<file path="config.mk">
export PLATFORM = sky130hd
export DESIGN_NAME = aes_cipher_ctrl
export DESIGN_NICKNAME = d
export VERILOG_FILES = /design/src/verilog/aes_ctrl_pkg.sv /design/src/verilog/aes_cipher_ctrl.sv /design/src/verilog/aes_ctrl_combine.sv /design/src/verilog/aes_ctrl_rail_n.sv /design/src/verilog/aes_ctrl_rail_p.sv /design/src/verilog/aes_sp2v_check.sv
export SDC_FILE = /design/constraint.sdc
export NUM_CORES = 1
export LEC_CHECK = 0
export ABC_AREA = 1
export CORE_MARGIN = 5
export CORE_UTILIZATION = 45
export CTS_CLUSTER_SIZE = 25
export DETAILED_ROUTE_END_ITERATION = 12
export DONT_BUFFER_PORTS = 1
export HOLD_SLACK_MARGIN = 0.02
export PLACE_DENSITY = 0.67
export SYNTH_ARGS = -nofsm -noshare
export SYNTH_HDL_FRONTEND = slang
export SYNTH_SLANG_ARGS = --single-unit
</file>
<file path="constraint.sdc">
create_clock -name clk_i -period 1.6 [get_ports clk_i]
set_input_delay 0.08 -clock clk_i [delete_from_list [all_inputs] [get_ports clk_i]]
set_output_delay 0.08 -clock clk_i [all_outputs]
set_load 0.02 [all_outputs]
</file>
<file path="src/verilog/aes_ctrl_pkg.sv">
//////////////////////////////////////////////////////////////////////
// AES cipher round control package
//////////////////////////////////////////////////////////////////////

package aes_ctrl_pkg;

  // Sparse boolean and round counter widths
  localparam int unsigned Sp2VWidth   = 2;
  localparam int unsigned RndCtrWidth = 4;

  // Rounds per key length
  localparam int unsigned NumRounds128 = 10;
  localparam int unsigned NumRounds192 = 12;
  localparam int unsigned NumRounds256 = 14;

  // Two-bit sparse boolean, the other two codes are invalid
  typedef enum logic [Sp2VWidth-1:0] {
    SP2V_HIGH = 2'b01,
    SP2V_LOW  = 2'b10
  } sp2v_e;

  // Per-rail view of one sparse word
  typedef struct packed {
    logic rail_n;  // Active low
    logic rail_p;  // Active high
  } sp2v_rail_t;

  typedef union packed {
    sp2v_e      code;
    sp2v_rail_t rail;
  } sp2v_u;

  typedef enum logic [1:0] {
    KEY_128 = 2'b00,
    KEY_192 = 2'b01,
    KEY_256 = 2'b10
  } key_len_e;

  // One-hot round key selector
  typedef enum logic [2:0] {
    ADD_RK_INIT  = 3'b001,
    ADD_RK_ROUND = 3'b010,
    ADD_RK_FINAL = 3'b100
  } add_rk_sel_e;

  typedef enum logic [2:0] {
    IDLE   = 3'b000,
    INIT   = 3'b011,
    ROUND  = 3'b101,
    FINAL  = 3'b110,
    FINISH = 3'b111,
    ERROR  = 3'b100
  } ctrl_state_e;

endpackage
</file>
<file path="src/verilog/aes_cipher_ctrl.sv">
//////////////////////////////////////////////////////////////////////
// AES cipher round controller
//////////////////////////////////////////////////////////////////////

`timescale 1ns/1ps

module aes_cipher_ctrl import aes_ctrl_pkg::*; (
  input  logic                   clk_i,
  input  logic                   rst_ni,

  input  sp2v_e                  in_valid_i,
  output sp2v_e                  in_ready_o,
  input  key_len_e               key_len_i,

  output sp2v_e                  out_valid_o,
  input  sp2v_e                  out_ready_i,

  output sp2v_e                  state_we_o,
  output add_rk_sel_e            add_rk_sel_o,
  output logic [RndCtrWidth-1:0] round_o,
  output logic                   alert_o
);

  sp2v_u                                 in_valid_u, out_ready_u;
  sp2v_e       [1:0]                     chk_sig;
  logic                                  enc_err, mismatch, err;
  logic                                  in_ready_p, out_valid_p, state_we_p;
  logic                                  in_ready_n, out_valid_n, state_we_n;
  add_rk_sel_e [Sp2VWidth-1:0]           mr_add_rk_sel;
  logic        [Sp2VWidth-1:0][RndCtrWidth-1:0] mr_rnd_ctr;
  logic        [Sp2VWidth-1:0]           mr_alert;

  // Split sparse inputs into rail bits
  always_comb begin : split_inputs
    in_valid_u.code  = in_valid_i;
    out_ready_u.code = out_ready_i;
    chk_sig[0]       = in_valid_i;
    chk_sig[1]       = out_ready_i;
  end

  aes_sp2v_check #(
    .NumSig ( 2 )
  ) u_sp2v_check (
    .sig_i ( chk_sig ),
    .err_o ( enc_err )
  );

  // Rails only expose registered state, so no loop through err
  assign err = enc_err | mismatch;

  aes_ctrl_rail_p u_rail_p (
    .clk_i        ( clk_i                   ),
    .rst_ni       ( rst_ni                  ),
    .in_valid_i   ( in_valid_u.rail.rail_p  ),
    .in_ready_o   ( in_ready_p              ),
    .out_valid_o  ( out_valid_p             ),
    .out_ready_i  ( out_ready_u.rail.rail_p ),
    .key_len_i    ( key_len_i               ),
    .err_i        ( err                     ),
    .state_we_o   ( state_we_p              ),
    .add_rk_sel_o ( mr_add_rk_sel[0]        ),
    .rnd_ctr_o    ( mr_rnd_ctr[0]           ),
    .alert_o      ( mr_alert[0]             )
  );

  aes_ctrl_rail_n u_rail_n (
    .clk_i        ( clk_i                   ),
    .rst_ni       ( rst_ni                  ),
    .in_valid_ni  ( in_valid_u.rail.rail_n  ),  // Active low
    .in_ready_no  ( in_ready_n              ),
    .out_valid_no ( out_valid_n             ),
    .out_ready_ni ( out_ready_u.rail.rail_n ),
    .key_len_i    ( key_len_i               ),
    .err_i        ( err                     ),
    .state_we_no  ( state_we_n              ),
    .add_rk_sel_o ( mr_add_rk_sel[1]        ),
    .rnd_ctr_o    ( mr_rnd_ctr[1]           ),
    .alert_o      ( mr_alert[1]             )
  );

  aes_ctrl_combine u_combine (
    .in_ready_p_i  ( in_ready_p    ),
    .out_valid_p_i ( out_valid_p   ),
    .state_we_p_i  ( state_we_p    ),
    .in_ready_n_i  ( in_ready_n    ),
    .out_valid_n_i ( out_valid_n   ),
    .state_we_n_i  ( state_we_n    ),
    .add_rk_sel_i  ( mr_add_rk_sel ),
    .rnd_ctr_i     ( mr_rnd_ctr    ),
    .alert_i       ( mr_alert      ),
    .in_ready_o    ( in_ready_o    ),
    .out_valid_o   ( out_valid_o   ),
    .state_we_o    ( state_we_o    ),
    .add_rk_sel_o  ( add_rk_sel_o  ),
    .round_o       ( round_o       ),
    .alert_o       ( alert_o       ),
    .mismatch_o    ( mismatch      )
  );

endmodule

</file>
<file path="src/verilog/aes_ctrl_combine.sv">
//////////////////////////////////////////////////////////////////////
// Rail output combiner
//////////////////////////////////////////////////////////////////////

`timescale 1ns/1ps

module aes_ctrl_combine import aes_ctrl_pkg::*; (
  // Rail bits, index 0 is the p-rail and index 1 the n-rail
  input  logic                                  in_ready_p_i,
  input  logic                                  out_valid_p_i,
  input  logic                                  state_we_p_i,
  input  logic                                  in_ready_n_i,
  input  logic                                  out_valid_n_i,
  input  logic                                  state_we_n_i,
  input  add_rk_sel_e [Sp2VWidth-1:0]           add_rk_sel_i,
  input  logic [Sp2VWidth-1:0][RndCtrWidth-1:0] rnd_ctr_i,
  input  logic [Sp2VWidth-1:0]                  alert_i,

  output sp2v_e                                 in_ready_o,
  output sp2v_e                                 out_valid_o,
  output sp2v_e                                 state_we_o,
  output add_rk_sel_e                           add_rk_sel_o,
  output logic [RndCtrWidth-1:0]                round_o,
  output logic                                  alert_o,
  output logic                                  mismatch_o
);

  sp2v_u in_ready_u, out_valid_u, state_we_u;

  //////////////////////////////////////////////////////////////////////
  // Sparse outputs
  //////////////////////////////////////////////////////////////////////

  // Disagreeing rails give 2'b00 or 2'b11 here
  always_comb begin : pack_sparse
    in_ready_u.rail.rail_p  = in_ready_p_i;
    in_ready_u.rail.rail_n  = in_ready_n_i;
    out_valid_u.rail.rail_p = out_valid_p_i;
    out_valid_u.rail.rail_n = out_valid_n_i;
    state_we_u.rail.rail_p  = state_we_p_i;
    state_we_u.rail.rail_n  = state_we_n_i;
  end

  assign in_ready_o  = in_ready_u.code;
  assign out_valid_o = out_valid_u.code;
  assign state_we_o  = state_we_u.code;

  //////////////////////////////////////////////////////////////////////
  // Multi-rail outputs
  //////////////////////////////////////////////////////////////////////

  always_comb begin : combine_rails
    logic [2:0] sel_or;
    logic [RndCtrWidth-1:0] ctr_or;

    sel_or = '0;
    ctr_or = '0;
    for (int i = 0; i < Sp2VWidth; i++) begin
      sel_or |= add_rk_sel_i[i];
      ctr_or |= rnd_ctr_i[i];
    end
    add_rk_sel_o = add_rk_sel_e'(sel_or);
    round_o      = ctr_or;

    // A rail that differs from the OR result was not the only one set
    mismatch_o = 1'b0;
    for (int i = 0; i < Sp2VWidth; i++) begin
      if (add_rk_sel_o != add_rk_sel_i[i] || round_o != rnd_ctr_i[i]) begin
        mismatch_o = 1'b1;
      end
    end
  end

  assign alert_o = |alert_i;  // One rail is enough

endmodule

</file>
<file path="src/verilog/aes_ctrl_rail_n.sv">
//////////////////////////////////////////////////////////////////////
// Round control FSM, active-low rail
//////////////////////////////////////////////////////////////////////

`timescale 1ns/1ps

module aes_ctrl_rail_n import aes_ctrl_pkg::*; (
  input  logic                   clk_i,
  input  logic                   rst_ni,

  input  logic                   in_valid_ni,
  output logic                   in_ready_no,
  output logic                   out_valid_no,
  input  logic                   out_ready_ni,

  input  key_len_e               key_len_i,
  input  logic                   err_i,

  output logic                   state_we_no,
  output add_rk_sel_e            add_rk_sel_o,
  output logic [RndCtrWidth-1:0] rnd_ctr_o,
  output logic                   alert_o
);

  ctrl_state_e            state_d, state_q;
  logic [RndCtrWidth-1:0] rnd_ctr_d, rnd_ctr_q;
  logic [RndCtrWidth-1:0] last_rnd_d, last_rnd_q;

  //////////////////////////////////////////////////////////////////////
  // Next state
  //////////////////////////////////////////////////////////////////////

  // Same sequence as the p-rail, handshake bits read inverted
  always_comb begin : next_state
    state_d    = state_q;
    rnd_ctr_d  = rnd_ctr_q;
    last_rnd_d = last_rnd_q;

    case (state_q)
      IDLE: begin
        if (!in_valid_ni) begin  // Valid is low on this rail
          state_d   = INIT;
          rnd_ctr_d = '0;
          case (key_len_i)
            KEY_192: last_rnd_d = RndCtrWidth'(NumRounds192 - 1);
            KEY_256: last_rnd_d = RndCtrWidth'(NumRounds256 - 1);
            default: last_rnd_d = RndCtrWidth'(NumRounds128 - 1);
          endcase
        end
      end
      INIT: begin
        state_d   = ROUND;
        rnd_ctr_d = rnd_ctr_q + 1'b1;
      end
      ROUND: begin
        rnd_ctr_d = rnd_ctr_q + 1'b1;
        if (rnd_ctr_q == last_rnd_q - 1'b1) state_d = FINAL;
      end
      FINAL: begin
        state_d   = FINISH;
        rnd_ctr_d = '0;
      end
      FINISH: begin
        if (!out_ready_ni) state_d = IDLE;
      end
      ERROR:   state_d = ERROR;
      default: state_d = ERROR;  // Illegal encoding
    endcase

    if (err_i) begin
      state_d   = ERROR;
      rnd_ctr_d = '0;
    end
  end

  always_ff @(posedge clk_i or negedge rst_ni) begin : reg_state
    if (!rst_ni) begin
      state_q    <= IDLE;
      rnd_ctr_q  <= '0;
      last_rnd_q <= '0;
    end else begin
      state_q    <= state_d;
      rnd_ctr_q  <= rnd_ctr_d;
      last_rnd_q <= last_rnd_d;
    end
  end

  // Sparse outputs are active low
  assign in_ready_no  = (state_q != IDLE);
  assign out_valid_no = (state_q != FINISH);
  assign state_we_no  = !(state_q inside {INIT, ROUND, FINAL});
  assign rnd_ctr_o    = rnd_ctr_q;
  assign alert_o      = (state_q == ERROR);

  always_comb begin : rk_sel
    case (state_q)
      ROUND:   add_rk_sel_o = ADD_RK_ROUND;
      FINAL:   add_rk_sel_o = ADD_RK_FINAL;
      default: add_rk_sel_o = ADD_RK_INIT;
    endcase
  end

endmodule

</file>
<file path="src/verilog/aes_ctrl_rail_p.sv">
//////////////////////////////////////////////////////////////////////
// Round control FSM, active-high rail
//////////////////////////////////////////////////////////////////////

`timescale 1ns/1ps

module aes_ctrl_rail_p import aes_ctrl_pkg::*; (
  input  logic                   clk_i,
  input  logic                   rst_ni,

  input  logic                   in_valid_i,
  output logic                   in_ready_o,
  output logic                   out_valid_o,
  input  logic                   out_ready_i,

  input  key_len_e               key_len_i,
  input  logic                   err_i,

  output logic                   state_we_o,
  output add_rk_sel_e            add_rk_sel_o,
  output logic [RndCtrWidth-1:0] rnd_ctr_o,
  output logic                   alert_o
);

  ctrl_state_e            state_d, state_q;
  logic [RndCtrWidth-1:0] rnd_ctr_d, rnd_ctr_q;
  logic [RndCtrWidth-1:0] last_rnd_d, last_rnd_q;

  //////////////////////////////////////////////////////////////////////
  // Next state
  //////////////////////////////////////////////////////////////////////

  always_comb begin : next_state
    state_d    = state_q;
    rnd_ctr_d  = rnd_ctr_q;
    last_rnd_d = last_rnd_q;

    case (state_q)
      IDLE: begin
        if (in_valid_i) begin
          state_d   = INIT;
          rnd_ctr_d = '0;
          case (key_len_i)
            KEY_192: last_rnd_d = RndCtrWidth'(NumRounds192 - 1);
            KEY_256: last_rnd_d = RndCtrWidth'(NumRounds256 - 1);
            default: last_rnd_d = RndCtrWidth'(NumRounds128 - 1);
          endcase
        end
      end
      INIT: begin
        state_d   = ROUND;
        rnd_ctr_d = rnd_ctr_q + 1'b1;
      end
      ROUND: begin
        rnd_ctr_d = rnd_ctr_q + 1'b1;
        if (rnd_ctr_q == last_rnd_q - 1'b1) begin
          state_d = FINAL;  // Next round is the last one
        end
      end
      FINAL: begin
        state_d   = FINISH;
        rnd_ctr_d = '0;
      end
      FINISH: begin
        if (out_ready_i) state_d = IDLE;  // Result taken
      end
      ERROR:   state_d = ERROR;  // Terminal
      default: state_d = ERROR;
    endcase

    // Any error wins over the normal sequence
    if (err_i) begin
      state_d   = ERROR;
      rnd_ctr_d = '0;
    end
  end

  always_ff @(posedge clk_i or negedge rst_ni) begin : reg_state
    if (!rst_ni) begin
      state_q    <= IDLE;
      rnd_ctr_q  <= '0;
      last_rnd_q <= '0;
    end else begin
      state_q    <= state_d;
      rnd_ctr_q  <= rnd_ctr_d;
      last_rnd_q <= last_rnd_d;
    end
  end

  // Outputs decoded from registered state only
  assign in_ready_o  = (state_q == IDLE);
  assign out_valid_o = (state_q == FINISH);
  assign state_we_o  = state_q inside {INIT, ROUND, FINAL};
  assign rnd_ctr_o   = rnd_ctr_q;
  assign alert_o     = (state_q == ERROR);

  always_comb begin : rk_sel
    case (state_q)
      ROUND:   add_rk_sel_o = ADD_RK_ROUND;
      FINAL:   add_rk_sel_o = ADD_RK_FINAL;
      default: add_rk_sel_o = ADD_RK_INIT;
    endcase
  end

endmodule

</file>
<file path="src/verilog/aes_sp2v_check.sv">
//////////////////////////////////////////////////////////////////////
// Sparse code checker
//////////////////////////////////////////////////////////////////////

`timescale 1ns/1ps

module aes_sp2v_check import aes_ctrl_pkg::*; #(
  parameter int unsigned NumSig = 1
) (
  input  sp2v_e [NumSig-1:0] sig_i,
  output logic               err_o
);

  logic [NumSig-1:0] sig_err;

  // Only the two valid codes pass, 2'b00 and 2'b11 are flagged
  always_comb begin : check_codes
    for (int i = 0; i < NumSig; i++) begin
      sig_err[i] = !(sig_i[i] inside {SP2V_HIGH, SP2V_LOW});
    end
  end

  assign err_o = |sig_err;  // Any bad code

endmodule

</file>
==> results.toml <==
[run_status]
status = "finished clean"

[worst_setup_path]
timing.critical_path.max_delay_family = "buffers and inverters"
timing.critical_path.slowest_stage_cell = "sky130_fd_sc_hd__dfrtp_1"
worstPathMaxFanout = 4
r2r_cells = 10
end_kind = "output pin"
rrSetupSlack_ns = 0.09
timing.setup.critical_path_class = "flip-flop to output pin"
cp.required_ns = 1.52
worst_setup_sp_type = "flip-flop"
reg2reg_from = "u_rail_p.last_rnd_q[0]"
regToRegEndpoint = "u_rail_p.state_q[1]"
critPathLaunch = "u_rail_p.state_q[1]"
cp_cell_sequence = "buf_4, nand3_2, buf_4, nand2_1, o21ai_1, buf_4"
critical_path_most_common_cell = "sky130_fd_sc_hd__buf_4"
critPathArrivalTime_ns = 1.45
critical_path.max_stage_delay_ns = 0.43
worstPathBufferInverterCount = 3

[clock_tree]
clkLatencyLatePin_ns = 0.30
clk_transition_reported_paths_ns = 0.11
cts_htree_levels = 1
tritoncts.num_buffers = 3
cts_tree = "built"
cts_max_path_buffers = 2
clkSinkCount = 20
cts_root_buffer = "sky130_fd_sc_hd__clkbuf_4"

[logic_synthesis]
yosys.area_share.xor_xnor_pct = 6.15
unique_masters_post_synth = 24
synth-compound-area-share_pct = 12.1
post-synth-top-area-fraction_pct = 35.1
synthCells = 206
mappedNetlistArea_um2 = 1420
largest_family_of_logic_cells_by_synthesized_area = "simple AND/OR/NAND/NOR gates"
syn-num-nets = 218
synth.avg_cell_area_um2 = 6.91
synth-seq-area-share_pct = 35.1
edff_count_synth = 0
yosys-top-cells-area = "sky130_fd_sc_hd__dfrtp_1 (35%), sky130_fd_sc_hd__nand2_1 (14%), sky130_fd_sc_hd__inv_1 (9.0%), sky130_fd_sc_hd__nor2_1 (7.1%), sky130_fd_sc_hd__xor2_1 (5.5%)"
yosys-mux-area-fraction_pct = 0.791
dominantRegCellSynth = "sky130_fd_sc_hd__dfrtp_1"
number_of_flip_flops_and_latches_in_the_synthesized_netlist = 20
synth_simple_gate_area_share_pct = 29.9
ys_warn_count = 0
synthAdderAreaFrac_pct = 3.51
post-synth-top-count-cell = "sky130_fd_sc_hd__nand2_1"
synthTopCellsByCount = "sky130_fd_sc_hd__nand2_1 (53), sky130_fd_sc_hd__inv_1 (34), sky130_fd_sc_hd__nor2_1 (27)"
yosysTopAreaCell = "sky130_fd_sc_hd__dfrtp_1"
async_flop_share_pct = 100

[floorplan]
std_cell_rows = 20
ios = 22
die_area_um2 = 4390
dieHeight_um = 66.3
die_width_um = 66.3
core-area_um2 = 3050
effective_utilization_at_floorplan_pct = 46.6

[finish]
drive_above_1_share_pct = 21.3
layout.filler_cells = 306
finalNetCount = 253
layoutNonFillerInstCount = 283
area.growth.synth_to_final_pct = 24.8
multi_input_comb_area_um2 = 783
antenna_cells_inserted = 0
area.sequential_um2 = 502

[power_and_ir_drop]
power.combinational.fraction_pct = 9.2
power_density_nw_per_um2 = 469
power.share.switching_pct = 24.1
power.net_switching_w = 0.000200
power.total_w = 0.000833
leakage_nw = 0.963
pwr-share-clk_pct = 28.8
seq_power_share_pct = 62.0
ir_worst_vdd_mv = 0.414
internal_power_w = 0.000632

[grt]
pin_count_of_the_biggest_net_entering_global_routing = 21
track_usage_pct = 16.3
grt_pass1_wl_um = 5510
grt_pass1_vias = 1295
antenna_found_initial = 0
grt_remaining_overflow = 0

[timing]
post_route_setup_tns_ns = 0
grt_setup_unrepaired = "yes"
slew_headroom_pct = 36.3
worst-slew-pin-transition_ns = 0.952
clock_skew_ns = 0.00170
share_of_the_clock_period_used_by_the_worst_path_pct = 95.8
timing.final.setup_violations = 0
fmax_mhz = 653
final_period_minus_worst_setup_slack_ns = 1.53
final_max_slew_viol_count = 0
final_hold_viol_count = 0

[worst_hold_path]
worst_hold_path.endpoint = "u_rail_n.last_rnd_q[1]"
min_path_cells = 4
timing.hold.worst.class = "primary input to flip-flop"
hold_path_startpoint = "key_len_i[0]"

[route]
drtAntennaViolNets = 0
route.detailed.drc = 0
first_pass_iters = 4
initialDrtViolationCount = 57
route.final.wire_length_um = 3520
dr_total_vias = 1396
avgRoutedWirePerCell_um = 12.4
vias_per_cell = 4.93

[placement]
dp_cells = 268
place.detailed.hpwl_um = 2660
place.port_buffers = 0
gpl.final_weighted_congestion = 0.846

[flow_run]
max_cap_violations = 0
==> what timing repair did <==
action,4_1_cts,5_1_grt
setup buffers,2,5
hold endpoints to repair,25,0
endpoints found under the setup margin,2,17
hold buffers,5,0
pin swaps,1,6
gates cloned,0,0
gates resized for setup,1,14
==> how the worst max path moves through the flow <==
stage	cells after the start	to
after floorplan	6	u_rail_n.rnd_ctr_o[0]
after global placement	9	u_rail_n.rnd_ctr_o[0]
after detailed placement	9	u_rail_n.rnd_ctr_o[0]
after CTS	10	u_rail_p.state_q[0]
after global routing	10	u_rail_p.state_q[1]
final	6	add_rk_sel_o[0]
==> per-layer routing <==
layer | part of all wire [%] | GRT usage (%)
met1 | 43 | 20.7
met2 | 50 | 28.6
met3 | 5.4 | 2.55
met4 | 1.3 | 3.81
met5 | 0 | 0
==> area by class of cell <==
type / instances / area share (%)
repair buffers: 36 / 15.9
inverters: 35 / 7.39
clock buffers: 3 / 1.27
well taps: 44 / 3.10
multi-input cells: 145 / 44.1
flip-flops and latches: 20 / 28.2
==> cell usage in the layout (no fill, tap or decap), types with 4 or more instances in the layout <==
cell type                        n
sky130_fd_sc_hd__nand3_1        10
sky130_fd_sc_hd__buf_4          31
sky130_fd_sc_hd__nor2_1         26
sky130_fd_sc_hd__a21oi_1         7
sky130_fd_sc_hd__dfrtp_1        19
sky130_fd_sc_hd__o21ai_0        10
sky130_fd_sc_hd__inv_1          29
sky130_fd_sc_hd__nand2_1        52
sky130_fd_sc_hd__dlygate4sd3_1   5
sky130_fd_sc_hd__xor2_1          9
sky130_fd_sc_hd__inv_2           6
sky130_fd_sc_hd__a22oi_1         4
==> state kept, by name, summed over array words and instances, names as in the netlist <==
| register | count |
|---|---|
| u_rail_p.rnd_ctr_o | 4 |
| u_rail_n.last_rnd_q | 3 |
| u_rail_p.state_q | 3 |
| u_rail_n.state_q | 3 |
| u_rail_p.last_rnd_q | 3 |
| u_rail_n.rnd_ctr_o | 4 |
==> metrics by stage <==
stage | hold WS [ns] | utilization [%] | instance area (µm²) | setup slack [ns]
4_1_cts | 0.0227 | 55.8 | 1700 | 0.0306
3_3_place_gp | -0.215 | 52.9 | 1610 | 0.0371
5_1_grt | 0.0404 | 58.2 | 1780 | -0.0278
2_1_floorplan | -0.216 | - | 1420 | 0.107
3_5_place_dp | -0.215 | 52.9 | 1610 | -0.00601
6_report | 0.0257 | 58.2 | 1780 | 0.0675
==> power groups by stage <==
stage	combinational [W]	sequential, W	clock [W]
2_1_floorplan	0.0000352	0.000525	0
3_3_place_gp	0.0000431	0.000526	0
3_5_place_dp	0.0000437	0.000526	0
4_1_cts	0.0000705	0.000516	0.000246
5_1_grt	0.0000850	0.000517	0.000267
6_report	0.0000766	0.000516	0.000240
==> kinds of logic after synthesis <==
| logic type | count (synthesis) |
|---|---|
| muxes | 1 |
| adders and majority gates | 4 |
| xor gates and xnor gates | 10 |
| and+or+nand+nor | 101 |
| DFF | 20 |
| AOI/OAI and AO/OA | 29 |
| buffers and inverters | 41 |
==> worst reg2reg max path, stage by stage, from the launching register on <==
cell	delay (ns)
sky130_fd_sc_hd__dfrtp_1	0.37
sky130_fd_sc_hd__inv_1	0.07
sky130_fd_sc_hd__ha_1	0.31
sky130_fd_sc_hd__xor2_1	0.15
sky130_fd_sc_hd__nand2_1	0.07
sky130_fd_sc_hd__nor2_1	0.10
sky130_fd_sc_hd__nand2_1	0.06
sky130_fd_sc_hd__nand2_1	0.10
sky130_fd_sc_hd__nand3_1	0.08
sky130_fd_sc_hd__nand2_1	0.07
sky130_fd_sc_hd__nor2_1	0.04
Note: power is estimated with default switching activity, not from simulation.
